**config.mk**
```make
export PLATFORM = sky130hd
export DESIGN_NAME = lsu_fifo
export DESIGN_NICKNAME = d
export VERILOG_FILES = /design/src/design/lsu_fifo.sv
export VERILOG_INCLUDE_DIRS = /design/src /design/src/include
export SDC_FILE = /design/constraint.sdc
export NUM_CORES = 1
export LEC_CHECK = 0
export BUFFER_PORTS_ARGS = -buffer_cell sky130_fd_sc_hd__buf_2
export CORE_MARGIN = 2
export CORE_UTILIZATION = 40
export CTS_CLUSTER_DIAMETER = 150
export DETAILED_ROUTE_END_ITERATION = 8
export HOLD_SLACK_MARGIN = 0.15
export PLACE_DENSITY_LB_ADDON = 0.08
export SETUP_SLACK_MARGIN = 0.4
export SLEW_MARGIN = 20
export SYNTH_ARGS = -nofsm -noshare
export SYNTH_HDL_FRONTEND = slang
export SYNTH_SLANG_ARGS = --single-unit
```
**constraint.sdc**
```tcl
create_clock -name clk -period 5.4 [get_ports clk]
set_clock_uncertainty 0.1 [all_clocks]
set_input_delay 1.35 -clock clk [delete_from_list [all_inputs] [get_ports clk]]
set_output_delay 1.35 -clock clk [all_outputs]
set_load 0.01 [all_outputs]
```
**src/include/lsu_defs.svh**
```systemverilog
// ------------------------------
// sizes shared by the LSU, its queues
// and the data memory; include where a
// width or depth is needed
// ------------------------------
`ifndef LSU_DEFS_SVH
`define LSU_DEFS_SVH

`define LSU_XLEN       64   // integer register width
`define LSU_ADDR_W     32   // AXI4-Lite address width

// data memory in 64-bit words, 4 KiB
`define LSU_MEM_WORDS  512

`define LSU_FIFO_DEPTH 2    // entries per queue

`endif

```
**src/design/lsu_fifo.sv**
```systemverilog
// ------------------------------
// small synchronous FIFO, payload type
// set per instance; flags come from flops
// ------------------------------
`timescale 1ns/10ps
`include "lsu_defs.svh"

module lsu_fifo #(
    parameter type payload_t = logic [7:0],
    parameter int  depth     = `LSU_FIFO_DEPTH
) (
    input  logic     clk,
    input  logic     rst,
    input  logic     in_valid,
    output logic     in_ready,
    input  payload_t in_data,
    output logic     out_valid,
    input  logic     out_ready,
    output payload_t out_data
);

    localparam int PW = (depth > 1) ? $clog2(depth) : 1;
    localparam int CW = $clog2(depth + 1);

    payload_t        mem [depth];
    logic [PW-1:0]   wr_ptr;
    logic [PW-1:0]   rd_ptr;
    logic [CW-1:0]   count;
    logic [CW-1:0]   count_nxt;
    logic            push;
    logic            pop;

    function automatic logic [PW-1:0] bump(input logic [PW-1:0] p);
        return (p == PW'(depth - 1)) ? '0 : p + 1'b1;  // wrap
    endfunction

    assign push      = in_valid && in_ready;
    assign pop       = out_valid && out_ready;
    assign count_nxt = count + CW'(push) - CW'(pop);
    assign out_data  = mem[rd_ptr];

    always_ff @(posedge clk) begin
        if (rst) begin
            wr_ptr    <= '0;
            rd_ptr    <= '0;
            count     <= '0;
            in_ready  <= 1'b0;
            out_valid <= 1'b0;
        end else begin
            if (push)
                wr_ptr <= bump(wr_ptr);
            if (pop)
                rd_ptr <= bump(rd_ptr);
            count     <= count_nxt;
            in_ready  <= (count_nxt != CW'(depth));  // full blocks the writer
            out_valid <= (count_nxt != '0);
        end
    end

    always_ff @(posedge clk) begin
        if (push)
            mem[wr_ptr] <= in_data;
    end

endmodule

```
==> results_dict.tcl <==
set metrics [dict create \
    synth-seq-area-share_pct 71.2 \
    grt_overflow_total 0 \
    hold_viol 0 \
    power.total_uw 411 \
    final-setup-viol-count 0 \
    htree_levels 1 \
    synth-main-ff-cell "sky130_fd_sc_hd__edfxtp_1" \
    grt_use_total_pct 11.0 \
    met2RoutedLength_um 595 \
    cts.sink_count 23 \
    cts.reportedPaths.clkPinSlew_ns 0.12 \
    core_um2 2000 \
    timing.reg2reg.setup_slack_ns 3.67 \
    worst_hold_depth 2 \
    yosysTopAreaCellShare_pct 55.1 \
    crit_type "reg -> out" \
    ir_drop_uv 208 \
    setup_repair_after_global_routing_missed_its_margin "false" \
    cts_setup_buffers 0 \
    worst_endpoint_required_time_ns 3.95 \
    number_of_hold_buffers_added_after_cts 0 \
    floorplan_die_width_um 50.7 \
    maximum_number_of_pins_on_one_net_before_global_route_repair 14 \
    clock_latency_ns 0.30 \
    numPortBuffers 21 \
    routed_wl_mm 1.23 \
    setup-tns-final_ns 0 \
    postSynth.asyncResetShare_pct 0 \
    final_core_utilization_pct 51.1 \
    ios 22 \
    netlist_top_cells_area "sky130_fd_sc_hd__edfxtp_1 (55%), sky130_fd_sc_hd__dfxtp_1 (16%), sky130_fd_sc_hd__mux2_1 (5.2%)" \
    synth_commonest_cells "sky130_fd_sc_hd__edfxtp_1 (16), sky130_fd_sc_hd__dfxtp_1 (7), sky130_fd_sc_hd__mux2_1 (4), sky130_fd_sc_hd__mux2_2 (4), sky130_fd_sc_hd__nor2_1 (4)" \
    number_of_distinct_standard_cells_referenced_by_the_synthesized_netlist 21 \
    multi_input_gate_area_um2 233 \
    yosysTopAreaCell "sky130_fd_sc_hd__edfxtp_1" \
    uppermost_layer_routed "met4" \
    num_vias 476 \
    power-per-cell-area_nw_per_um2 402 \
    period_utilisation_layout_pct 52.5 \
    total_leakage_power_nw 0.398 \
    start_util_pct 43.6 \
    yosysWarningCount 0 \
    cts_tree "built" \
    antenna_cells_inserted 0 \
    syn_area_per_cell_um2 15.9 \
    place.gp.congestion 0.650 \
    routedWlPerCell_um 11.7 \
    postRouteAntennaNets 0 \
    grt_first_pass_wirelength_mm 1.99 \
    antenna_found_initial 0 \
    cts.root.buffer_cell "sky130_fd_sc_hd__clkbuf_4" \
    layout_area_overhead_pct 17.4 \
    arrival_ns 1.38 \
    maxCapViolCount 0 \
    wl_met3_um 66 \
    synth_fp_nets 68 \
    drt_iter0_drc 1 \
    post_cts_resize_count 0 \
    cts_buffer_depth 2 \
    critPathMaxFanout 8 \
    detail_route.drc_violations 0 \
    finalWorstPathRequiredPeriod_ns 2.83 \
    synth.most_common_cell "sky130_fd_sc_hd__edfxtp_1" \
    timing.hold.worst.class "reg -> reg" \
    tightestPinTransition_ns 0.736 \
    grt_pass1_vias 448 \
    layout-drive-gt1-share_pct 41.0 \
    detailedRoute.firstPassIterationCount 3 \
    seqCellArea_um2 621 \
    max_freq_mhz 353 \
    synth-edff-count 16 \
    wirelength_met1_um 555 \
    syn-cell-area_um2 872 \
    die-height_um 50.7 \
    final_net_count 92 \
    finalMaxSlewViolations 0 \
    run_status "complete, no violations" \
    r2r_cells 6 \
    timing.max_slew.rel_slack_pct 50.8 \
    cells_after_synth 55 \
    row_count 16 \
    design.die.area_um2 2570 \
    viasPerCell 4.53 \
    dp.final_hpwl_um 894 \
    cts-buffers-inserted 3 \
    synth_seq_cells 23 \
    fillCellCount 178 \
    setup.worst_path.start_class "register" \
    worst_setup_path_end_kind "primary output" \
]
==> layer usage <==
layer | up-vias | global-route usage [%]
met3 | 2 | 3.27
li1 | 245 | -
met4 | 0 | 6.76
met5 | - | 0
met1 | 216 | 12.8
met2 | 13 | 17.8
==> final timing paths <==
| path | from | endpoint |
|---|---|---|
| hold reg to reg | rd_ptr | rd_ptr |
| setup / recovery | register | out_data[7] |
| hold / removal | rd_ptr | rd_ptr |
| setup reg to reg | out_valid | out_valid |
==> power by group <==
group	switching [mW]	internal (mW)	total [mW]
Clock	0.0476	0.0276	0.0752
Sequential	0.0151	0.218	0.233
Combinational	0.0530	0.0499	0.103
==> final cells by class <==
| class | count | share of cell area [%] |
|---|---|---|
| Inverter | 1 | 0.367 |
| Tap cell | 27 | 3.30 |
| Timing Repair Buffer | 21 | 10.3 |
| Multi-Input combinational cell | 29 | 22.7 |
| Clock buffer | 3 | 2.20 |
| Sequential cell | 23 | 60.6 |
| Clock inverter | 1 | 0.489 |
==> critical path: stages, from the launching register on <==
cell and delay, ns:
sky130_fd_sc_hd__dfxtp_1 0.56, sky130_fd_sc_hd__mux2_2 0.38, sky130_fd_sc_hd__buf_2 0.14
==> cell families after synthesis <==
group	share of synthesized area, %
adder cells (fa/ha/maj)	1.43
AO/OA/AOI/OAI	3.15
AND/OR/NAND/NOR	6.74
XOR/XNOR	5.02
buffers and inverters	2.15
flip-flops	71.2
multiplexers	10.3
==> sequential cells by signal, summed over array words and instances, names as in the netlist, named ones only <==
register and cells:
wr_ptr 1, in_ready 1, mem 16, count 2, rd_ptr 1, out_valid 1
==> cell usage in the layout (no fill, tap or decap), types with 2 or more instances in the layout <==
cell type,count
sky130_fd_sc_hd__nor2_1,4
sky130_fd_sc_hd__a31oi_1,2
sky130_fd_sc_hd__mux2_1,4
sky130_fd_sc_hd__edfxtp_1,16
sky130_fd_sc_hd__buf_2,21
sky130_fd_sc_hd__dfxtp_1,7
sky130_fd_sc_hd__xor2_1,2
sky130_fd_sc_hd__mux2_2,4
sky130_fd_sc_hd__xnor2_1,3
sky130_fd_sc_hd__clkbuf_4,3
==> through the flow <==
step                worst slack, ns  instance area [um2]  hold slack [ns]  std cells
finish                         2.57                 1020            0.421        105
global route                   2.47                 1020            0.451        105
CTS                            2.53                 1020            0.427        105
detailed placement             2.58                  996            0.393        101
global placement               2.62                  996            0.389        101
floorplan                      2.68                  872            0.372         55
No activity file was read; power rests on OpenSTA's default activity.
