<file path="src/include/lsu_defs.svh">
// ------------------------------
// sizes shared by the LSU, its queues
// and the data memory; include where a
// width or depth is needed
// ------------------------------
`ifndef LSU_DEFS_SVH
`define LSU_DEFS_SVH

`define LSU_XLEN       64   // integer register width
`define LSU_ADDR_W     32   // AXI4-Lite address width

// data memory in 64-bit words, 4 KiB
`define LSU_MEM_WORDS  512

`define LSU_FIFO_DEPTH 2    // entries per queue

`endif

</file>
<file path="src/design/lsu_pkg.sv">
// ------------------------------
// pipeline types for the memory stage
// op encoding and the ex/wb records
// ------------------------------
`include "lsu_defs.svh"

package lsu_pkg;

    // one value per supported op, stores last
    typedef enum logic [3:0] {
        OP_ALU,
        OP_LB,
        OP_LH,
        OP_LW,
        OP_LD,
        OP_LBU,
        OP_LHU,
        OP_LWU,
        OP_SB,
        OP_SH,
        OP_SW,
        OP_SD
    } lsu_op_e;

    // execute to memory
    typedef struct packed {
        logic [63:0]          pc;
        lsu_op_e              op;
        logic [4:0]           rd;
        logic [`LSU_XLEN-1:0] alu_res;  // address for loads and stores
        logic [`LSU_XLEN-1:0] st_data;  // rs2 value
    } ex_mem_t;

    // memory to writeback
    typedef struct packed {
        logic [63:0]          pc;
        logic [4:0]           rd;
        logic                 wen;
        logic [`LSU_XLEN-1:0] wdata;
        logic                 misaligned;
        logic                 fault;      // bus error on the access
    } mem_wb_t;

endpackage

</file>
<file path="src/design/axil_pkg.sv">
// ------------------------------
// memory request/response records and
// AXI4-Lite channel payloads
// ------------------------------
`include "lsu_defs.svh"

package axil_pkg;

    localparam logic [1:0] RESP_OKAY   = 2'b00;
    localparam logic [1:0] RESP_SLVERR = 2'b10;

    // one queued access
    typedef struct packed {
        logic                   write;
        logic [`LSU_ADDR_W-1:0] addr;
        logic [`LSU_XLEN-1:0]   data;   // already placed in its byte lanes
        logic [7:0]             strb;
    } mem_req_t;

    typedef struct packed {
        logic [`LSU_XLEN-1:0] data;     // zero for writes
        logic [1:0]           resp;
    } mem_rsp_t;

    // channel payloads, valid/ready stay separate
    typedef struct packed {
        logic [`LSU_ADDR_W-1:0] addr;
        logic [2:0]             prot;
    } axil_aw_t;

    typedef struct packed {
        logic [`LSU_XLEN-1:0] data;
        logic [7:0]           strb;
    } axil_w_t;

    typedef struct packed {
        logic [1:0] resp;
    } axil_b_t;

    typedef struct packed {
        logic [`LSU_ADDR_W-1:0] addr;
        logic [2:0]             prot;
    } axil_ar_t;

    typedef struct packed {
        logic [`LSU_XLEN-1:0] data;
        logic [1:0]           resp;
    } axil_r_t;

endpackage

</file>
<file path="src/design/mem_stage.sv">
// ------------------------------
// memory stage of the pipeline
// holds one instruction, issues a load
// or store request and builds the wb record
// ------------------------------
`timescale 1ns/10ps
`include "lsu_defs.svh"

module mem_stage (
    input  logic               clk,
    input  logic               rst,
    input  logic               ex_valid,
    output logic               ex_ready,
    input  lsu_pkg::ex_mem_t   ex_rec,
    output logic               wb_valid,
    input  logic               wb_ready,
    output lsu_pkg::mem_wb_t   wb_rec,
    output logic               req_valid,
    input  logic               req_ready,
    output axil_pkg::mem_req_t req,
    input  logic               rsp_valid,
    output logic               rsp_ready,
    input  axil_pkg::mem_rsp_t rsp
);

    typedef enum logic [1:0] {S_IDLE, S_ISSUE, S_WAIT, S_WB} state_e;

    state_e               state;
    state_e               state_nxt;
    lsu_pkg::ex_mem_t     rec_q;       // stage register
    logic [`LSU_XLEN-1:0] rdata_q;
    logic [1:0]           resp_q;
    logic                 take;
    logic                 is_mem;
    logic                 is_store;
    logic                 mis;
    logic [`LSU_XLEN-1:0] lane;        // loaded word shifted down to byte 0

    // natural alignment per access size
    function automatic logic misaligned(input lsu_pkg::lsu_op_e op, input logic [2:0] a);
        case (op)
            lsu_pkg::OP_LH, lsu_pkg::OP_LHU, lsu_pkg::OP_SH: return a[0];
            lsu_pkg::OP_LW, lsu_pkg::OP_LWU, lsu_pkg::OP_SW: return a[1:0] != 2'b00;
            lsu_pkg::OP_LD, lsu_pkg::OP_SD:                  return a != 3'b000;
            default:                                         return 1'b0;
        endcase
    endfunction

    assign take      = ex_valid && ex_ready;
    // empty or draining, never in reset
    assign ex_ready  = !rst && ((state == S_IDLE) || (state == S_WB && wb_ready));
    assign wb_valid  = (state == S_WB);
    assign req_valid = (state == S_ISSUE);
    assign rsp_ready = (state == S_WAIT);

    always_comb begin
        state_nxt = state;
        case (state)
            S_ISSUE: if (req_ready) state_nxt = S_WAIT;
            S_WAIT:  if (rsp_valid) state_nxt = S_WB;
            S_WB:    if (wb_ready) state_nxt = S_IDLE;
            default: state_nxt = S_IDLE;
        endcase
        // a new record decides for itself
        // ALU and misaligned ops skip the queue
        if (take) begin
            if (ex_rec.op != lsu_pkg::OP_ALU && !misaligned(ex_rec.op, ex_rec.alu_res[2:0]))
                state_nxt = S_ISSUE;
            else
                state_nxt = S_WB;
        end
    end

    always_ff @(posedge clk) begin
        if (rst)
            state <= S_IDLE;
        else
            state <= state_nxt;
    end

    always_ff @(posedge clk) begin
        if (take)
            rec_q <= ex_rec;
        if (rsp_valid && rsp_ready) begin
            rdata_q <= rsp.data;
            resp_q  <= rsp.resp;
        end
    end

    assign is_mem   = (rec_q.op != lsu_pkg::OP_ALU);
    assign is_store = rec_q.op inside {lsu_pkg::OP_SB, lsu_pkg::OP_SH,
                                       lsu_pkg::OP_SW, lsu_pkg::OP_SD};
    assign mis      = misaligned(rec_q.op, rec_q.alu_res[2:0]);

    // store data moved to its lanes and the strobe to match
    always_comb begin
        req.write = is_store;
        req.addr  = rec_q.alu_res[`LSU_ADDR_W-1:0];
        req.data  = rec_q.st_data << {rec_q.alu_res[2:0], 3'b000};
        case (rec_q.op)
            lsu_pkg::OP_SB: req.strb = 8'h01 << rec_q.alu_res[2:0];
            lsu_pkg::OP_SH: req.strb = 8'h03 << rec_q.alu_res[2:0];
            lsu_pkg::OP_SW: req.strb = 8'h0f << rec_q.alu_res[2:0];
            lsu_pkg::OP_SD: req.strb = 8'hff;
            default:        req.strb = 8'h00;  // loads
        endcase
    end

    assign lane = rdata_q >> {rec_q.alu_res[2:0], 3'b000};

    always_comb begin
        wb_rec.pc         = rec_q.pc;
        wb_rec.rd         = rec_q.rd;
        wb_rec.misaligned = mis;
        wb_rec.fault      = is_mem && !mis && (resp_q != axil_pkg::RESP_OKAY);
        case (rec_q.op)
            lsu_pkg::OP_ALU: wb_rec.wdata = rec_q.alu_res;
            lsu_pkg::OP_LB:  wb_rec.wdata = {{56{lane[7]}}, lane[7:0]};
            lsu_pkg::OP_LH:  wb_rec.wdata = {{48{lane[15]}}, lane[15:0]};
            lsu_pkg::OP_LW:  wb_rec.wdata = {{32{lane[31]}}, lane[31:0]};
            lsu_pkg::OP_LD:  wb_rec.wdata = rdata_q;
            lsu_pkg::OP_LBU: wb_rec.wdata = {56'd0, lane[7:0]};
            lsu_pkg::OP_LHU: wb_rec.wdata = {48'd0, lane[15:0]};
            lsu_pkg::OP_LWU: wb_rec.wdata = {32'd0, lane[31:0]};
            default:         wb_rec.wdata = '0;
        endcase
        // only ALU ops and clean loads write the register file
        wb_rec.wen = !is_mem || (!is_store && !mis && !wb_rec.fault);
        if (!wb_rec.wen)
            wb_rec.wdata = '0;
    end

endmodule

</file>
<file path="config.mk">
export PLATFORM = sky130hd
export DESIGN_NAME = mem_stage
export DESIGN_NICKNAME = d
export VERILOG_FILES = /design/src/design/lsu_pkg.sv /design/src/design/axil_pkg.sv /design/src/design/mem_stage.sv
export VERILOG_INCLUDE_DIRS = /design/src /design/src/include
export SDC_FILE = /design/constraint.sdc
export NUM_CORES = 1
export LEC_CHECK = 0
export BUFFER_PORTS_ARGS = -buffer_cell sky130_fd_sc_hd__buf_4
export CELL_PAD_IN_SITES_DETAIL_PLACEMENT = 0
export CELL_PAD_IN_SITES_GLOBAL_PLACEMENT = 1
export CORE_ASPECT_RATIO = 1.5
export CORE_MARGIN = 4
export CORE_UTILIZATION = 25
export CTS_BUF_LIST = sky130_fd_sc_hd__clkbuf_8
export CTS_CLUSTER_DIAMETER = 30
export DETAILED_ROUTE_END_ITERATION = 10
export PLACE_DENSITY_LB_ADDON = 0.1
export SYNTH_ARGS = -nofsm -noshare
export SYNTH_HDL_FRONTEND = slang
export SYNTH_SLANG_ARGS = --single-unit
</file>
<file path="constraint.sdc">
create_clock -name clk -period 6.25 [get_ports clk]
set_input_delay 0.625 -clock clk [delete_from_list [all_inputs] [get_ports clk]]
set_output_delay 0.625 -clock clk [all_outputs]
set_load 0.005 [all_outputs]
</file>
==> results of run 1 <==
## cell families after synthesis
| family | after synthesis |
|---|---|
| AOI/OAI and AO/OA | 261 |
| xor gates and xnor gates | 1 |
| adders and majority gates | 4 |
| buffers and inverters | 197 |
| DFF | 269 |
| muxes | 152 |
| and+or+nand+nor | 206 |
## cells in the mapped netlist, types with 9 or more instances
cell | count | area share
edfxtp_1 | 267 | 0.58
buf_4 | 116 | 0.063
mux2i_1 | 95 | 0.069
nor2_1 | 81 | 0.022
a21oi_1 | 67 | 0.024
nand2_1 | 55 | 0.015
mux2_2 | 49 | 0.040
o21ai_0 | 48 | 0.017
a22oi_1 | 41 | 0.022
clkbuf_1 | 33 | 0.0089
a211oi_1 | 20 | 0.011
buf_2 | 17 | 0.0061
a21oi_2 | 16 | 0.010
nand3_1 | 13 | 0.0047
and3_1 | 12 | 0.0054
buf_6 | 12 | 0.0097
o22ai_1 | 12 | 0.0054
a31oi_1 | 10 | 0.0045
and2_1 | 9 | 0.0041
o32ai_1 | 9 | 0.0057
## worst paths after layout
check / endpoint / slack, ps / depth (start not counted)
worst max register to register: rec_q[19]$_DFFE_PP_ / 3460 / 6
worst min-delay path: rec_q[50]$_DFFE_PP_ / 160 / 1
worst max-delay path: wb_rec[61] / 1700 / 8
worst min register to register: state[0]$_SDFFE_PP0P_ / 590 / 2
## through the flow
stage	instance area, µm²	setup WS [ps]
after floorplan	13900	866
after global placement	17500	2460
after detailed placement	17500	2350
after CTS	19000	1610
after global routing	19000	1410
final	19000	1700
## state kept, by name, summed over array words and instances, names as in the netlist
name / cells
rec_q: 100
rdata_q: 64
req: 32
wb_rec: 69
state: 2
resp_q: 2
## per-layer routing
layer	track usage	share of wire
met2	0.360	0.55
met4	0.0768	0.035
met5	0	0.00022
met3	0.0771	0.092
met1	0.179	0.32
## final cells by class
type	instances	area, µm²
clock inverters	56	489
repair buffers	536	4020
well taps	695	870
fillers	5511	35800
multi-input cells	624	4530
clock buffers	70	963
inverters	12	52.6
flip-flops and latches	269	8060
diodes	6	15.0
## power groups by stage
stage | Sequential [mW] | Clock [mW] | Combinational [mW]
after CTS | 2.36 | 2.41 | 1.12
final | 2.35 | 2.31 | 1.09
after global placement | 2.39 | 0 | 1.12
after floorplan | 2.33 | 0 | 0.640
after detailed placement | 2.39 | 0 | 1.12
after global routing | 2.37 | 2.51 | 1.20
==> results.yml, run 1 <==
critical_path:
  crit_path_max_incr_delay_ps: 770
  critPathMostFrequentCell: "buf_4"
  path_class: "reg2out"
  worst_setup_path_start_kind: "flop"
  r2r-start: "state[0]$_SDFFE_PP0P_"
  worstPathCellList: "buf_4, inv_1, nand3_1, a311oi_2, nor3b_4, buf_4, a21oi_1, buf_4"
  cp-startpoint: "req[72]$_DFFE_PP_"
  cp.arrival_ps: 3920
  critPathTopFamily: "buffers and inverters"
  cp_slowest_cell: "buf_4"
  worst_ep_required_time_ps: 5620
  timing.critical_path.buf_inv: 4
  crit_fanout: 67
  endpoint_kind: "primary output"
yosys:
  syn-num-nets: 1367
  synth_fa_ha_area_frac: 0.00361
  synth-compound-area-share: 0.129
  synthFlopType: "edfxtp_1"
  synth_edf_count: 267
  yosysWarnings: 0
  yosysSeqAreaShare: 0.581
  muxShareOfSynthArea: 0.121
  synthesis.area_um2: 13900
  synth-seq-cells: 269
  synthArstFlopShare: 0
  avgSynthCellArea_um2: 12.7
  synth-xor-area-share: 0.000632
  yosysUniqueCellTypes: 64
  synthSimpleGateAreaFrac: 0.0716
  synth_top_family_by_area: "compound AO/OA/AOI/OAI gates"
  synthCells: 1090
pwr:
  p_int_mw: 4.07
  power_frac_comb: 0.190
  vdd_drop_max_uv: 155
  power_mw: 5.75
  seqPwrFrac: 0.408
  p_leak_nw: 7.55
  switchingPower_mw: 1.68
  cellPowerDensity_nw_per_um2: 303
  clkPwrFrac: 0.402
  swShare: 0.292
global_routing:
  grtUsageTotal: 0.188
  grt_pass1_vias: 11700
  grt_max_degree: 91
  overflow: 0
  antenna_found_initial: 7
  grt_pass1_wl_um: 81700
layout:
  layout_common_cells: "buf_4 (536), edfxtp_1 (267), mux2i_1 (95), nor2_1 (81), clkbuf_8 (70)"
  layout_commonest_cell: "buf_4"
  synthToLayoutAreaGrowth_pct: 37.1
  nets: 1790
  final_cells: 2268
  utilization: 0.347
  drive_gt1_frac: 0.477
clock_network:
  hold_buffers: 0
  path_clk_slew_ps: 50
  clock_sinks: 269
  cts.path.max_buffers: 3
  cts_resized: 0
  cts_root_buf: "clkbuf_8"
  cts_setup_buffers: 0
  clkLatencyLatePin_ps: 620
  cts_tree: "done"
  numCtsBuffers: 70
  htree_levels: 3
placed_design:
  port_buffers: 517
  dp_hpwl_um: 44200
  dp_cells: 2136
  gp_routability_congestion: 0.803
floorplan:
  die_x_um: 200
  dieArea_um2: 59400
  core_um2: 54800
  ios: 518
  die_h_um: 296
  rows: 105
  initial_utilization: 0.253
sta:
  setup_tns_ps: 0
  post-route-period-util: 0.728
  slew_headroom: 0.307
  min_period_ps: 4550
  finalMaxSlewViolations: 0
  rsz0062_at_grt: "false"
  hold_viol: 0
  max_slew.worst_pin.slew_ps: 1040
  fmax_mhz: 220
  skew_ps: 18.8
  finalSetupViolCount: 0
  holdWs_ps: 164
drt:
  vias: 10500
  drt_pass1_iterations: 4
  routed_wl_um: 58300
  vias_per_cell: 4.64
  ant_nets: 0
  wl_per_cell_um: 25.7
  initialDrtViolationCount: 418
  drc: 0
job:
  max_cap_viol_count: 0
min_path:
  min_from: "ex_rec[50]"
  min_path_type: "in2reg"
status:
  status: "complete, no violations"
(Power assumes the default switching activity.)
==> run 2: changes to the inputs <==
==> constraint.sdc (replaced) <==
create_clock -name clk -period 3.65 [get_ports clk]
set_input_delay 0.365 -clock clk [delete_from_list [all_inputs] [get_ports clk]]
set_output_delay 0.365 -clock clk [all_outputs]
set_load 0.005 [all_outputs]
==> results.yml, run 2 (synthesis results as in run 1) <==
global_routing:
  grtUsageTotal: 0.193
  grt_pass1_vias: 12900
  grt_max_degree: 81
  grt_pass1_wl_um: 85400
  overflow: 0
  antenna_found_initial: 6
sta:
  finalSetupViolCount: 0
  finalMaxSlewViolations: 0
  holdWs_ps: 80.4
  slew_headroom: 0.451
  min_period_ps: 3480
  max_slew.worst_pin.slew_ps: 823
  hold_viol: 0
  rsz0062_at_grt: "true"
  skew_ps: 33.9
  fmax_mhz: 287
  setup_tns_ps: 0
  post-route-period-util: 0.954
clock_network:
  path_clk_slew_ps: 50
  htree_levels: 3
  cts_tree: "done"
  numCtsBuffers: 69
  cts.path.max_buffers: 3
  clkLatencyLatePin_ps: 620
  clock_sinks: 269
  cts_root_buf: "clkbuf_8"
drt:
  drc: 0
  wl_met2_um: 32100
  vias: 11700
  top_layer: "met5"
  drt_pass1_iterations: 5
  wl_per_cell_um: 23.2
  initialDrtViolationCount: 451
  ant_nets: 0
  vias_per_cell: 4.58
  met1_length_um: 20900
  wl_met3_um: 4730
  routed_wl_um: 59400
layout:
  utilization: 0.401
  drive_gt1_frac: 0.424
  synthToLayoutAreaGrowth_pct: 58.5
  top_register: "rec_q"
  layout_common_cells: "buf_4 (561), dlygate4sd3_1 (268), edfxtp_1 (267), mux2i_1 (95), nor2_1 (79)"
  largest_register_ff_count: 100
  multi_input_area_um2: 4560
  nets: 2088
  final_cells: 2561
  fill_cells: 5350
  seqCellArea_um2: 8060
  layout_commonest_cell: "buf_4"
critical_path:
  worstPathCellList: "or2_2, nor2_4, o221ai_2, o41a_2, buf_4, a311oi_1, buf_4"
  worst_setup_path_start_kind: "flop"
  worst_ep_required_time_ps: 3280
  cp_slowest_cell: "edfxtp_1"
  reg2reg_depth: 6
  path_class: "reg2out"
  r2r-start: "state[0]$_SDFFE_PP0P_"
  r2r-end: "req[89]$_DFFE_PP_"
  endpoint_kind: "primary output"
  reg2reg_slack_ps: 1420
  crit_path_max_incr_delay_ps: 560
  critPathMostFrequentCell: "buf_4"
  cp.arrival_ps: 3120
  crit_fanout: 30
placed_design:
  dp_cells: 2149
  port_buffers: 517
  dp_hpwl_um: 44200
  gp_routability_congestion: 0.799
pwr:
  power_mw: 10.1
  p_leak_nw: 8.86
  vdd_drop_max_uv: 289
  cellPowerDensity_nw_per_um2: 461
min_path:
  whs_path_depth: 3
  min_path_type: "in2reg"
  whs_endpoint: "state[0]$_SDFFE_PP0P_"
  min_from: "ex_valid"
floorplan:
  rows: 105
  initial_utilization: 0.253
  dieArea_um2: 59400
  core_um2: 54800
  die_h_um: 296
  die_x_um: 200
  ios: 518
status:
  status: "complete, no violations"
job:
  max_cap_viol_count: 0
-- run 2: worst max path at each step --
stage,start,endpoint,slack [ps],cells past startpoint
finish,req[73]$_DFFE_PP_,wb_rec[4],170,7
floorplan,state[0]$_SDFFE_PP0P_,rec_q[0]$_DFFE_PP_,-530,5
CTS,rec_q[133]$_DFFE_PP_,wb_rec[17],8,7
detailed placement,req[72]$_DFFE_PP_,wb_rec[18],420,6
global placement,req[72]$_DFFE_PP_,wb_rec[20],580,6
global route,req[73]$_DFFE_PP_,wb_rec[6],-20,7
-- run 2: cell type report --
cell class / instances / area share
Inverter: 12 / 0.00222
Sequential cell: 269 / 0.367
Clock inverter: 53 / 0.0206
Multi-Input combinational cell: 624 / 0.207
Antenna cell: 2 / 0.000228
Clock buffer: 71 / 0.0445
Timing Repair Buffer: 835 / 0.319
Tap cell: 695 / 0.0396
-- run 2: metrics by stage --
stage / setup slack, ps / area [µm²]
2_1_floorplan: -533 / 13900
3_3_place_gp: 576 / 17700
3_5_place_dp: 418 / 17700
4_1_cts: 8.48 / 21900
5_1_grt: -18.3 / 22000
6_report: 168 / 22000
-- run 2: worst max-delay path: cells and delay by family, from the launching register on --
kind,cells,cell delay (ps)
simple gates,2,620
compound gates,3,850
buf+inv,2,460
flops,1,560
-- run 2: power by group --
part	internal [mW]	switching [mW]
registers	3.80	0.207
clock network	2.33	1.58
logic	1.10	1.13
total	7.22	2.92
-- run 2: timing repair --
action | 4_1_cts | 5_1_grt
hold endpoints to repair | 269 | 0
setup buffers | 7 | 11
resized for setup | 0 | 1
hold buffers | 268 | 0
setup endpoints to repair | 52 | 29
-- run 2: metal layers --
metal	vias up	GRT usage
li1	5497	-
met5	-	0
met2	468	0.361
met1	5680	0.200
met4	6	0.0692
met3	82	0.0665
