[config.mk]
export PLATFORM = sky130hd
export DESIGN_NAME = lsu_axil_master
export DESIGN_NICKNAME = d
export VERILOG_FILES = /design/src/design/axil_pkg.sv /design/src/design/lsu_axil_master.sv
export VERILOG_INCLUDE_DIRS = /design/src /design/src/include
export SDC_FILE = /design/constraint.sdc
export NUM_CORES = 1
export LEC_CHECK = 0
export ABC_CLOCK_PERIOD_IN_PS = 3600
export BUFFER_PORTS_ARGS = -buffer_cell sky130_fd_sc_hd__buf_2
export CELL_PAD_IN_SITES_DETAIL_PLACEMENT = 0
export CELL_PAD_IN_SITES_GLOBAL_PLACEMENT = 1
export CORE_MARGIN = 3
export CORE_UTILIZATION = 29
export DETAILED_ROUTE_END_ITERATION = 8
export PLACE_DENSITY_LB_ADDON = 0.1
export SYNTH_ARGS = -nofsm -noshare
export SYNTH_HDL_FRONTEND = slang
export SYNTH_SLANG_ARGS = --single-unit
[constraint.sdc]
create_clock -name clk -period 3.6 [get_ports clk]
set_input_delay 0.9 -clock clk [delete_from_list [all_inputs] [get_ports clk]]
set_output_delay 0.9 -clock clk [all_outputs]
set_load 0.01 [all_outputs]
[src/include/lsu_defs.svh]
// ------------------------------
// sizes shared by the LSU, its queues
// and the data memory; include where a
// width or depth is needed
// ------------------------------
`ifndef LSU_DEFS_SVH
`define LSU_DEFS_SVH

`define LSU_XLEN       64   // integer register width
`define LSU_ADDR_W     32   // AXI4-Lite address width

// data memory in 64-bit words, 4 KiB
`define LSU_MEM_WORDS  512

`define LSU_FIFO_DEPTH 2    // entries per queue

`endif

[src/design/axil_pkg.sv]
// ------------------------------
// memory request/response records and
// AXI4-Lite channel payloads
// ------------------------------
`include "lsu_defs.svh"

package axil_pkg;

    localparam logic [1:0] RESP_OKAY   = 2'b00;
    localparam logic [1:0] RESP_SLVERR = 2'b10;

    // one queued access
    typedef struct packed {
        logic                   write;
        logic [`LSU_ADDR_W-1:0] addr;
        logic [`LSU_XLEN-1:0]   data;   // already placed in its byte lanes
        logic [7:0]             strb;
    } mem_req_t;

    typedef struct packed {
        logic [`LSU_XLEN-1:0] data;     // zero for writes
        logic [1:0]           resp;
    } mem_rsp_t;

    // channel payloads, valid/ready stay separate
    typedef struct packed {
        logic [`LSU_ADDR_W-1:0] addr;
        logic [2:0]             prot;
    } axil_aw_t;

    typedef struct packed {
        logic [`LSU_XLEN-1:0] data;
        logic [7:0]           strb;
    } axil_w_t;

    typedef struct packed {
        logic [1:0] resp;
    } axil_b_t;

    typedef struct packed {
        logic [`LSU_ADDR_W-1:0] addr;
        logic [2:0]             prot;
    } axil_ar_t;

    typedef struct packed {
        logic [`LSU_XLEN-1:0] data;
        logic [1:0]           resp;
    } axil_r_t;

endpackage

[src/design/lsu_axil_master.sv]
// ------------------------------
// AXI4-Lite master for the LSU
// one queued request at a time, result
// pushed to the response queue
// ------------------------------
`timescale 1ns/10ps

module lsu_axil_master (
    input  logic               clk,
    input  logic               rst,
    input  logic               req_valid,
    output logic               req_ready,
    input  axil_pkg::mem_req_t req,
    output logic               rsp_valid,
    input  logic               rsp_ready,
    output axil_pkg::mem_rsp_t rsp,
    output logic               awvalid,
    input  logic               awready,
    output axil_pkg::axil_aw_t aw,
    output logic               wvalid,
    input  logic               wready,
    output axil_pkg::axil_w_t  w,
    input  logic               bvalid,
    output logic               bready,
    input  axil_pkg::axil_b_t  b,
    output logic               arvalid,
    input  logic               arready,
    output axil_pkg::axil_ar_t ar,
    input  logic               rvalid,
    output logic               rready,
    input  axil_pkg::axil_r_t  r
);

    typedef enum logic [1:0] {M_IDLE, M_WR, M_RD, M_RSP} state_e;

    state_e             state;
    axil_pkg::mem_req_t req_q;
    logic               aw_pend;   // aw not yet accepted
    logic               w_pend;
    logic               ar_pend;

    assign req_ready = (state == M_IDLE);  // next pop waits for the response push
    assign rsp_valid = (state == M_RSP);
    assign awvalid   = aw_pend;
    assign wvalid    = w_pend;
    assign arvalid   = ar_pend;
    assign bready    = (state == M_WR) && !aw_pend && !w_pend;
    assign rready    = (state == M_RD) && !ar_pend;

    always_comb begin
        aw.addr = req_q.addr;
        aw.prot = 3'b000;       // unprivileged data
        w.data  = req_q.data;
        w.strb  = req_q.strb;
        ar.addr = req_q.addr;
        ar.prot = 3'b000;
    end

    always_ff @(posedge clk) begin
        if (rst) begin
            state   <= M_IDLE;
            aw_pend <= 1'b0;
            w_pend  <= 1'b0;
            ar_pend <= 1'b0;
        end else begin
            case (state)
                M_IDLE: if (req_valid) begin
                    state   <= req.write ? M_WR : M_RD;
                    aw_pend <= req.write;  // aw and w go out together
                    w_pend  <= req.write;
                    ar_pend <= !req.write;
                end
                M_WR: begin
                    if (awvalid && awready)
                        aw_pend <= 1'b0;
                    if (wvalid && wready)
                        w_pend <= 1'b0;
                    if (bvalid && bready)
                        state <= M_RSP;
                end
                M_RD: begin
                    if (arvalid && arready)
                        ar_pend <= 1'b0;
                    if (rvalid && rready)
                        state <= M_RSP;
                end
                M_RSP: if (rsp_ready) state <= M_IDLE;
                default: state <= M_IDLE;
            endcase
        end
    end

    always_ff @(posedge clk) begin
        if (req_valid && req_ready)
            req_q <= req;
        if (bvalid && bready) begin
            rsp.data <= '0;        // nothing to return on a write
            rsp.resp <= b.resp;
        end
        if (rvalid && rready) begin
            rsp.data <= r.data;
            rsp.resp <= r.resp;
        end
    end

endmodule

==> results.json, run 1 <==
{
  "status": "completed",
  "net_count_reported_at_finish": 894,
  "final.setup_skew_ps": 11.10,
  "power.share.combinational": 0.244,
  "fmaxAchievable_mhz": 402.2,
  "first_iter_violations": 302,
  "final_replace_weighted_congestion": 0.8018,
  "hold_viol": 0,
  "hpwl_um": 14140,
  "share_of_final_layout_standard_cells_stronger_than_drive_strength_1": 0.6014,
  "area_contributors_post_synth": "sky130_fd_sc_hd__edfxtp_1, sky130_fd_sc_hd__and2_1, sky130_fd_sc_hd__buf_4",
  "drt-vias-per-instance": 4.172,
  "regToRegSetupSlack_ps": 1560,
  "post-cts-setup-buffer-count": 0,
  "synth_area_per_cell_sq_um": 18.74,
  "grt_antenna_before_repair": 4,
  "cts_max_level": 4,
  "min_path_type": "reg2reg",
  "grt_first_pass_wirelength_um": 26270,
  "critical_path_peak_fanout": 4,
  "core_region_area_sq_mm": 0.02109,
  "clk_pin_slew_worst_paths_ps": 70,
  "synthCells": 333,
  "detailroute.via_count": 4155,
  "final_max_slew_viol_count": 0,
  "post_cts_hold_buffer_count": 0,
  "power_density_mw_per_mm2": 730.7,
  "synth-main-ff-cell": "sky130_fd_sc_hd__edfxtp_1",
  "dpl-instance-area_sq_mm": 0.008299,
  "r2r_cells": 5,
  "timing.setup.tns_ps": 0,
  "clock_tree.root_cell": "sky130_fd_sc_hd__clkbuf_16",
  "worstPathArrival_ps": 1590,
  "wl_per_cell_um": 18.16,
  "grtUsageTotal": 0.1500,
  "dieHeight_um": 152.7,
  "tritoncts_num_sinks": 175,
  "fin_area_sq_mm": 0.008916,
  "global_route.overflow_total": 0,
  "power.clock.fraction": 0.295,
  "critical_path_class": "reg2out",
  "worst_skew_pair.late_latency_ps": 420,
  "grt_pass1_vias": 4340,
  "first_pass_iters": 4,
  "worst_ep_required_time_ps": 2700,
  "clock_path_buffers": 2,
  "ys_seq_area_frac": 0.8340,
  "hold_depth": 2,
  "maxCapViolCount": 0,
  "synth.top_cell.area_share": 0.8180,
  "power.share.switching": 0.3078,
  "synthDistinctLibCells": 27,
  "effective_utilization_at_floorplan": 0.2960,
  "post_synth_instance_area_sq_mm": 0.006241,
  "share_seq_of_total_power": 0.461,
  "ir_drop_v": 0.0002833,
  "cp_endpoint_kind": "output port",
  "layout.core_utilization": 0.4228,
  "rr_endpoint": "rsp[0]",
  "fp.dieArea_sq_mm": 0.02332,
  "floorplan.io_pins": 397,
  "detail-route-antenna-nets": 0,
  "holdCritStartpoint": "arvalid",
  "relSlewSlack": 0.6319,
  "place.port_buffers": 390,
  "preCtsSetupSlack_ps": 1279,
  "power.net_switching_mw": 2.005,
  "worst_hold_endpoint": "arvalid",
  "critPathLaunchType": "flop",
  "wire_length_after_detailed_routing_um": 18080,
  "yosysTopAreaCell": "sky130_fd_sc_hd__edfxtp_1",
  "power_report.internal_total_mw": 4.510,
  "grt_start_max_net_pins": 67,
  "commonest_non_fill_non_tap_cell_in_the_layout": "sky130_fd_sc_hd__buf_2",
  "final_min_period_over_clock_period": 0.6906,
  "synthToLayoutAreaGrowth_pct": 42.86,
  "tritoncts": "done",
  "synth_enable_flop_cells": 170,
  "reg2reg_from": "state[0]",
  "min_period_ps": 2486,
  "layout_setup_ws_ps": 1114,
  "synth-async-reset-ratio": 0,
  "tightest_slew_ps": 552.1,
  "unrepaired_setup_endpoints_after_global_routing": "false",
  "chipWidth_um": 152.7,
  "report.final.setup_viol": 0,
  "most_frequent_cells_in_the_layout": "sky130_fd_sc_hd__buf_2, sky130_fd_sc_hd__edfxtp_1, sky130_fd_sc_hd__and2_1",
  "yosys_warnings": 0,
  "cts-buffers-inserted": 17,
  "fp-row-count": 53,
  "postCtsResizedCells": 0,
  "yosys_register_bits": 175,
  "drc": 0,
  "total_leakage_power_nw": 3.894
}
worst max-delay path by stage:
stage / depth (start not counted) / from / to
6_report: 5 / state[1] / bready
3_5_place_dp: 4 / rvalid / rsp[0]
5_1_grt: 5 / state[1] / bready
2_1_floorplan: 2 / req_valid / ar[10]
4_1_cts: 5 / state[1] / bready
3_3_place_gp: 4 / rvalid / rsp[0]
Yosys cell counts (4+ instances only):
library cell,count
sky130_fd_sc_hd__a21oi_1,6
sky130_fd_sc_hd__ha_1,5
sky130_fd_sc_hd__edfxtp_1,170
sky130_fd_sc_hd__and2_1,64
sky130_fd_sc_hd__inv_1,6
sky130_fd_sc_hd__clkbuf_1,7
sky130_fd_sc_hd__o21ai_0,4
sky130_fd_sc_hd__nor2_1,4
sky130_fd_sc_hd__dfxtp_1,5
sky130_fd_sc_hd__buf_4,38
sky130_fd_sc_hd__nand2b_1,4
critical path, stage by stage (launching register included):
cell	delay, ps
sky130_fd_sc_hd__dfxtp_1	330
sky130_fd_sc_hd__inv_1	120
sky130_fd_sc_hd__ha_1	210
sky130_fd_sc_hd__inv_1	90
sky130_fd_sc_hd__nor3_1	230
sky130_fd_sc_hd__buf_2	190
power by group through the flow:
stage	Sequential, mW	Combinational, mW	Clock, mW
after global placement	3.04	1.62	0
after global routing	3.05	1.73	2.08
final	3.01	1.59	1.92
after detailed placement	3.05	1.63	0
after floorplan	3.33	0.637	0
after CTS	3.01	1.63	1.99
stage by stage:
step | hold WS, ps | std cells | total power [mW]
global route | 589.8 | 996 | 6.860
detailed placement | 543.2 | 963 | 4.680
CTS | 551.8 | 995 | 6.632
floorplan | 520.1 | 338 | 3.968
global placement | 540.3 | 963 | 4.666
finish | 552.6 | 996 | 6.515
state kept, by name, summed over array words and instances, names as in the netlist:
| name | flops |
|---|---|
| ar | 32 |
| arvalid | 1 |
| wvalid | 1 |
| rsp | 66 |
| state | 2 |
| awvalid | 1 |
| w | 72 |
routing by layer:
metal	vias up	global-route usage	wire, um
met4	6	0.06703	473
met5	-	0	48
met2	243	0.2571	9136
met1	1959	0.1623	6627
li1	1912	-	-
met3	35	0.06305	1797
cell families after synthesis:
logic type | synth area share
flip-flops | 0.8340
multiplexers | 0.005212
AO/OA/AOI/OAI | 0.01423
other | 0.0006009
buffers and inverters | 0.05353
AND/OR/NAND/NOR | 0.08240
adder cells (fa/ha/maj) | 0.01002
layout make-up:
| type | count | area, sq um |
|---|---|---|
| Inverter | 6 | 25.02 |
| Fill cell | 2009 | 12170 |
| Timing Repair Buffer | 395 | 2002 |
| Clock inverter | 15 | 188.9 |
| Sequential cell | 175 | 5205 |
| Multi-Input combinational cell | 112 | 723.2 |
| Antenna cell | 1 | 2.502 |
| Clock buffer | 17 | 425.4 |
| Tap cell | 275 | 344.1 |
Power figures use the tool's default switching activity.
==> inputs of run 2 (changes only) <==
Settings changed: ABC_CLOCK_PERIOD_IN_PS 3600 to 2560, CORE_AREA set to 3 3 155 157, CORE_MARGIN 3 to unset, CORE_UTILIZATION 29 to unset, DIE_AREA set to 0 0 158 160.
Clock period 3.6 ns to 2.56 ns, I/O delays scaled along.
==> results.json, run 2 (synthesized netlist as in run 1, its figures left out) <==
{
  "cts_max_level": 4,
  "chipWidth_um": 158,
  "total_leakage_power_nw": 3.911,
  "critical_path_class": "reg2out",
  "cts-buffers-inserted": 17,
  "rr_endpoint": "rsp[41]",
  "post-cts-setup-buffer-count": 0,
  "clk_pin_slew_worst_paths_ps": 80,
  "power_report.internal_total_mw": 6.349,
  "grt_antenna_before_repair": 5,
  "final_replace_weighted_congestion": 0.7501,
  "grt_first_pass_wirelength_um": 26080,
  "clock_tree.root_cell": "sky130_fd_sc_hd__clkbuf_16",
  "worst_hold_margin_ps": 388.2,
  "grt_start_max_net_pins": 45,
  "preCtsSetupSlack_ps": 606.7,
  "share_seq_of_total_power": 0.457,
  "commonest_non_fill_non_tap_cell_in_the_layout": "sky130_fd_sc_hd__buf_2",
  "holdCritStartpoint": "req[40]",
  "largest_register_ffs": 72,
  "tritoncts_num_sinks": 175,
  "most_frequent_cells_in_the_layout": "sky130_fd_sc_hd__buf_2, sky130_fd_sc_hd__edfxtp_1, sky130_fd_sc_hd__and2_1",
  "route.met2.wl_um": 9835,
  "report.final.setup_viol": 0,
  "detail-route-antenna-nets": 0,
  "critPathLaunchType": "flop",
  "place.port_buffers": 390,
  "layout_setup_ws_ps": 372.8,
  "global_route.overflow_total": 0,
  "drt-vias-per-instance": 4.036,
  "routed.top_layer": "met5",
  "grtUsageTotal": 0.1403,
  "detailroute.via_count": 4076,
  "worst_hold_endpoint": "w[40]",
  "status": "completed",
  "power.net_switching_mw": 2.875,
  "hpwl_um": 14700,
  "route.layer.met1.wl_um": 6255,
  "first_iter_violations": 220,
  "reg2reg_from": "state[1]",
  "min_path_type": "in2reg",
  "drc": 0,
  "worst_ep_required_time_ps": 1920,
  "tritoncts": "done",
  "worst_skew_pair.late_latency_ps": 420,
  "ir_drop_v": 0.0004201,
  "hold_depth": 1,
  "power.clock.fraction": 0.285,
  "cp_endpoint_kind": "output port",
  "hold_viol": 0,
  "power.share.switching": 0.3117,
  "power.share.combinational": 0.258,
  "wl_per_cell_um": 18.34,
  "net_count_reported_at_finish": 897,
  "floorplan.io_pins": 397,
  "clock_path_buffers": 2,
  "wire_length_after_detailed_routing_um": 18530,
  "fp-row-count": 55,
  "power_density_mw_per_mm2": 1024,
  "first_pass_iters": 4,
  "post_cts_hold_buffer_count": 0,
  "layout.core_utilization": 0.3978,
  "final.setup_skew_ps": 10.21,
  "share_of_final_layout_standard_cells_stronger_than_drive_strength_1": 0.6072,
  "postCtsResizedCells": 0,
  "fp.dieArea_sq_mm": 0.02528,
  "final_max_slew_viol_count": 0,
  "effective_utilization_at_floorplan": 0.2757,
  "critical_path_peak_fanout": 4,
  "regToRegSetupSlack_ps": 610,
  "routed_length_on_met3_um": 2063,
  "final_min_period_over_clock_period": 0.8544,
  "r2r_cells": 6,
  "min_period_ps": 2187,
  "core_region_area_sq_mm": 0.02264,
  "maxCapViolCount": 0,
  "fmaxAchievable_mhz": 457.2,
  "synthToLayoutAreaGrowth_pct": 44.31,
  "dieHeight_um": 160,
  "grt_pass1_vias": 4234,
  "unrepaired_setup_endpoints_after_global_routing": "false",
  "worstPathArrival_ps": 1550
}
## run 2: stage by stage
stage	total power [mW]	TNS, ps	area, sq um	cells
floorplan	5.614	-3571	6294	338
global placement	6.717	0	8402	976
detailed placement	6.741	0	8402	976
CTS	9.398	0	9001	1008
global route	9.721	0	9006	1010
finish	9.224	0	9006	1010
## run 2: metal layers
layer	up-vias	global-route usage
met4	6	0.05084
met1	1880	0.1402
met5	-	0
met2	244	0.2551
met3	26	0.06125
li1	1920	-
## run 2: worst max-delay path by stage
| stage | startpoint | to | slack (ps) | cells past startpoint |
|---|---|---|---|---|
| final | state[1] | bready | 370 | 5 |
| after detailed placement | req_valid | ar[9] | 610 | 4 |
| after floorplan | req_valid | ar[10] | -30 | 2 |
| after global routing | state[1] | bready | 190 | 5 |
| after global placement | req_valid | w[61] | 620 | 4 |
| after CTS | state[1] | bready | 330 | 5 |
## run 2: area by class of cell
cell class	count	area, sq um
fillers	2187	13630
flip-flops and latches	175	5205
repair buffers	398	2062
multi-input cells	112	752.0
clock buffers	18	429.2
well taps	285	356.6
clock inverters	14	170.2
inverters	6	26.28
diodes	2	5.005
## run 2: power by group through the flow
| stage | logic [mW] | clock network, mW | registers [mW] |
|---|---|---|---|
| 6_report | 2.38 | 2.63 | 4.22 |
| 3_3_place_gp | 2.44 | 0 | 4.28 |
| 5_1_grt | 2.60 | 2.83 | 4.29 |
| 3_5_place_dp | 2.46 | 0 | 4.29 |
| 4_1_cts | 2.46 | 2.71 | 4.23 |
| 2_1_floorplan | 0.956 | 0 | 4.66 |
## run 2: critical path, stage by stage (launching register included)
cell and delay [ps]:
sky130_fd_sc_hd__dfxtp_1 340, sky130_fd_sc_hd__inv_2 110, sky130_fd_sc_hd__ha_1 200, sky130_fd_sc_hd__inv_1 90
sky130_fd_sc_hd__nor3_1 200, sky130_fd_sc_hd__buf_2 190
==> inputs of run 3 (changes only) <==
Settings changed: CTS_BUF_LIST set to sky130_fd_sc_hd__clkbuf_8 sky130_fd_sc_hd__clkbuf_16.
==> results.json, run 3 (synthesized netlist as in run 1, its figures left out) <==
{
  "status": "completed",
  "power_report.internal_total_mw": 6.345,
  "final_replace_weighted_congestion": 0.7501,
  "place.port_buffers": 390,
  "power.share.combinational": 0.258,
  "reg2reg_from": "state[1]",
  "highest_cell_delay_on_the_worst_timing_path_ps": 340,
  "post_cts_hold_buffer_count": 0,
  "commonest_non_fill_non_tap_cell_in_the_layout": "sky130_fd_sc_hd__buf_2",
  "wire_length_after_detailed_routing_um": 18530,
  "worst_path_cell_with_the_longest_stage_delay": "sky130_fd_sc_hd__dfxtp_1",
  "worstPathBufferInverterCount": 3,
  "hpwl_um": 14700,
  "critical_path.cell_chain": "inv_2, ha_1, inv_1, nor3_1, buf_2",
  "final_max_slew_viol_count": 0,
  "detailroute.via_count": 4076,
  "tritoncts_num_sinks": 175,
  "detail-route-antenna-nets": 0,
  "route.layer.met1.wl_um": 6254,
  "post-cts-setup-buffer-count": 0,
  "power_density_mw_per_mm2": 1024,
  "route.met2.wl_um": 9835,
  "fp-row-count": 55,
  "holdCritStartpoint": "req[40]",
  "tritoncts": "done",
  "report.final.setup_viol": 0,
  "unrepaired_setup_endpoints_after_global_routing": "false",
  "critical_path_peak_fanout": 4,
  "drt-vias-per-instance": 4.036,
  "grt_first_pass_wirelength_um": 26080,
  "critical_path_class": "reg2out",
  "startpoint": "state[1]",
  "clock_tree.root_cell": "sky130_fd_sc_hd__clkbuf_16",
  "worst_skew_pair.late_latency_ps": 420,
  "postCtsResizedCells": 0,
  "chipWidth_um": 158,
  "fmaxAchievable_mhz": 457.2,
  "clk_pin_slew_worst_paths_ps": 80,
  "power.share.switching": 0.3118,
  "ir_drop_v": 0.0004201,
  "wl_per_cell_um": 18.34,
  "synthToLayoutAreaGrowth_pct": 44.31,
  "min_period_ps": 2187,
  "first_pass_iters": 4,
  "first_iter_violations": 220,
  "power.net_switching_mw": 2.875,
  "worstPathArrival_ps": 1550,
  "cp_endpoint_kind": "output port",
  "final_min_period_over_clock_period": 0.8544,
  "report.power.total_mw": 9.220,
  "net_count_reported_at_finish": 897,
  "layout_setup_ws_ps": 372.8,
  "share_seq_of_total_power": 0.458,
  "largest_register_ffs": 72,
  "filler_cell_count": 2187,
  "grt_pass1_vias": 4234,
  "fin_area_sq_mm": 0.009006,
  "worst_path_dominant_cell_family": "buffers and inverters",
  "global_route.overflow_total": 0,
  "share_of_final_layout_standard_cells_stronger_than_drive_strength_1": 0.6072,
  "drc": 0,
  "preCtsSetupSlack_ps": 606.7,
  "power.clock.fraction": 0.285,
  "routed.top_layer": "met5",
  "effective_utilization_at_floorplan": 0.2757,
  "maxCapViolCount": 0,
  "final.setup_skew_ps": 10.21,
  "dpl-instance-area_sq_mm": 0.008402,
  "cts_max_level": 4,
  "most_frequent_cells_in_the_layout": "sky130_fd_sc_hd__buf_2, sky130_fd_sc_hd__edfxtp_1, sky130_fd_sc_hd__and2_1",
  "dieHeight_um": 160,
  "cts-buffers-inserted": 17,
  "worst_hold_margin_ps": 388.1,
  "critPathLaunchType": "flop",
  "floorplan.io_pins": 397,
  "layout.core_utilization": 0.3978,
  "grt_start_max_net_pins": 45,
  "fp.dieArea_sq_mm": 0.02528,
  "clock_path_buffers": 2,
  "total_leakage_power_nw": 3.915,
  "core_region_area_sq_mm": 0.02264,
  "hold_viol": 0,
  "worst_ep_required_time_ps": 1920,
  "min_path_type": "in2reg",
  "routed_length_on_met3_um": 2063,
  "grtUsageTotal": 0.1403,
  "grt_antenna_before_repair": 5
}
==> run 3: cell count changes in the layout (fill, tap and decap cells not counted) <==
cell,delta
sky130_fd_sc_hd__clkbuf_1,-1
sky130_fd_sc_hd__inv_1,+1
==> run 3: worst register-to-register path, cell delays in order (launching register included) <==
cell and delay (ps):
sky130_fd_sc_hd__dfxtp_1 340, sky130_fd_sc_hd__inv_2 110, sky130_fd_sc_hd__ha_1 200, sky130_fd_sc_hd__inv_1 90, sky130_fd_sc_hd__nor3_1 210, sky130_fd_sc_hd__a21o_2 370, sky130_fd_sc_hd__buf_12 290
==> run 3: power by group through the flow <==
stage / Clock, mW / Sequential (mW) / Combinational, mW
finish: 2.62 / 4.22 / 2.38
CTS: 2.71 / 4.23 / 2.46
detailed placement: 0 / 4.29 / 2.46
global route: 2.83 / 4.29 / 2.60
global placement: 0 / 4.28 / 2.44
floorplan: 0 / 4.66 / 0.956
==> run 3: per-layer routing <==
metal  GRT usage  vias up
met5           0        -
met4     0.05084        6
met3     0.06125       26
met2      0.2551      244
met1      0.1402     1880
li1            -     1920
==> run 3: cell type report <==
cell class	instances	area, sq um	area share
flip-flops and latches	175	5205	0.5779
inverters	6	26.28	0.002917
repair buffers	398	2062	0.2290
well taps	285	356.6	0.03959
diodes	2	5.005	0.0005557
clock inverters	15	173.9	0.01931
clock buffers	17	425.4	0.04724
multi-input cells	112	752.0	0.08350
==> run 3: path summary, 6_finish.rpt <==
| path | end | slack (ps) | cells past startpoint |
|---|---|---|---|
| hold / removal | w[40] | 390 | 1 |
| setup / recovery | bready | 370 | 5 |
| setup reg to reg | rsp[41] | 610 | 6 |
| hold reg to reg | arvalid | 540 | 2 |
==> run 3: metrics by stage <==
step / setup TNS, ps / instances
CTS: 0 / 1008
detailed placement: 0 / 976
finish: 0 / 1010
global route: 0 / 1010
global placement: 0 / 976
floorplan: -3571 / 338
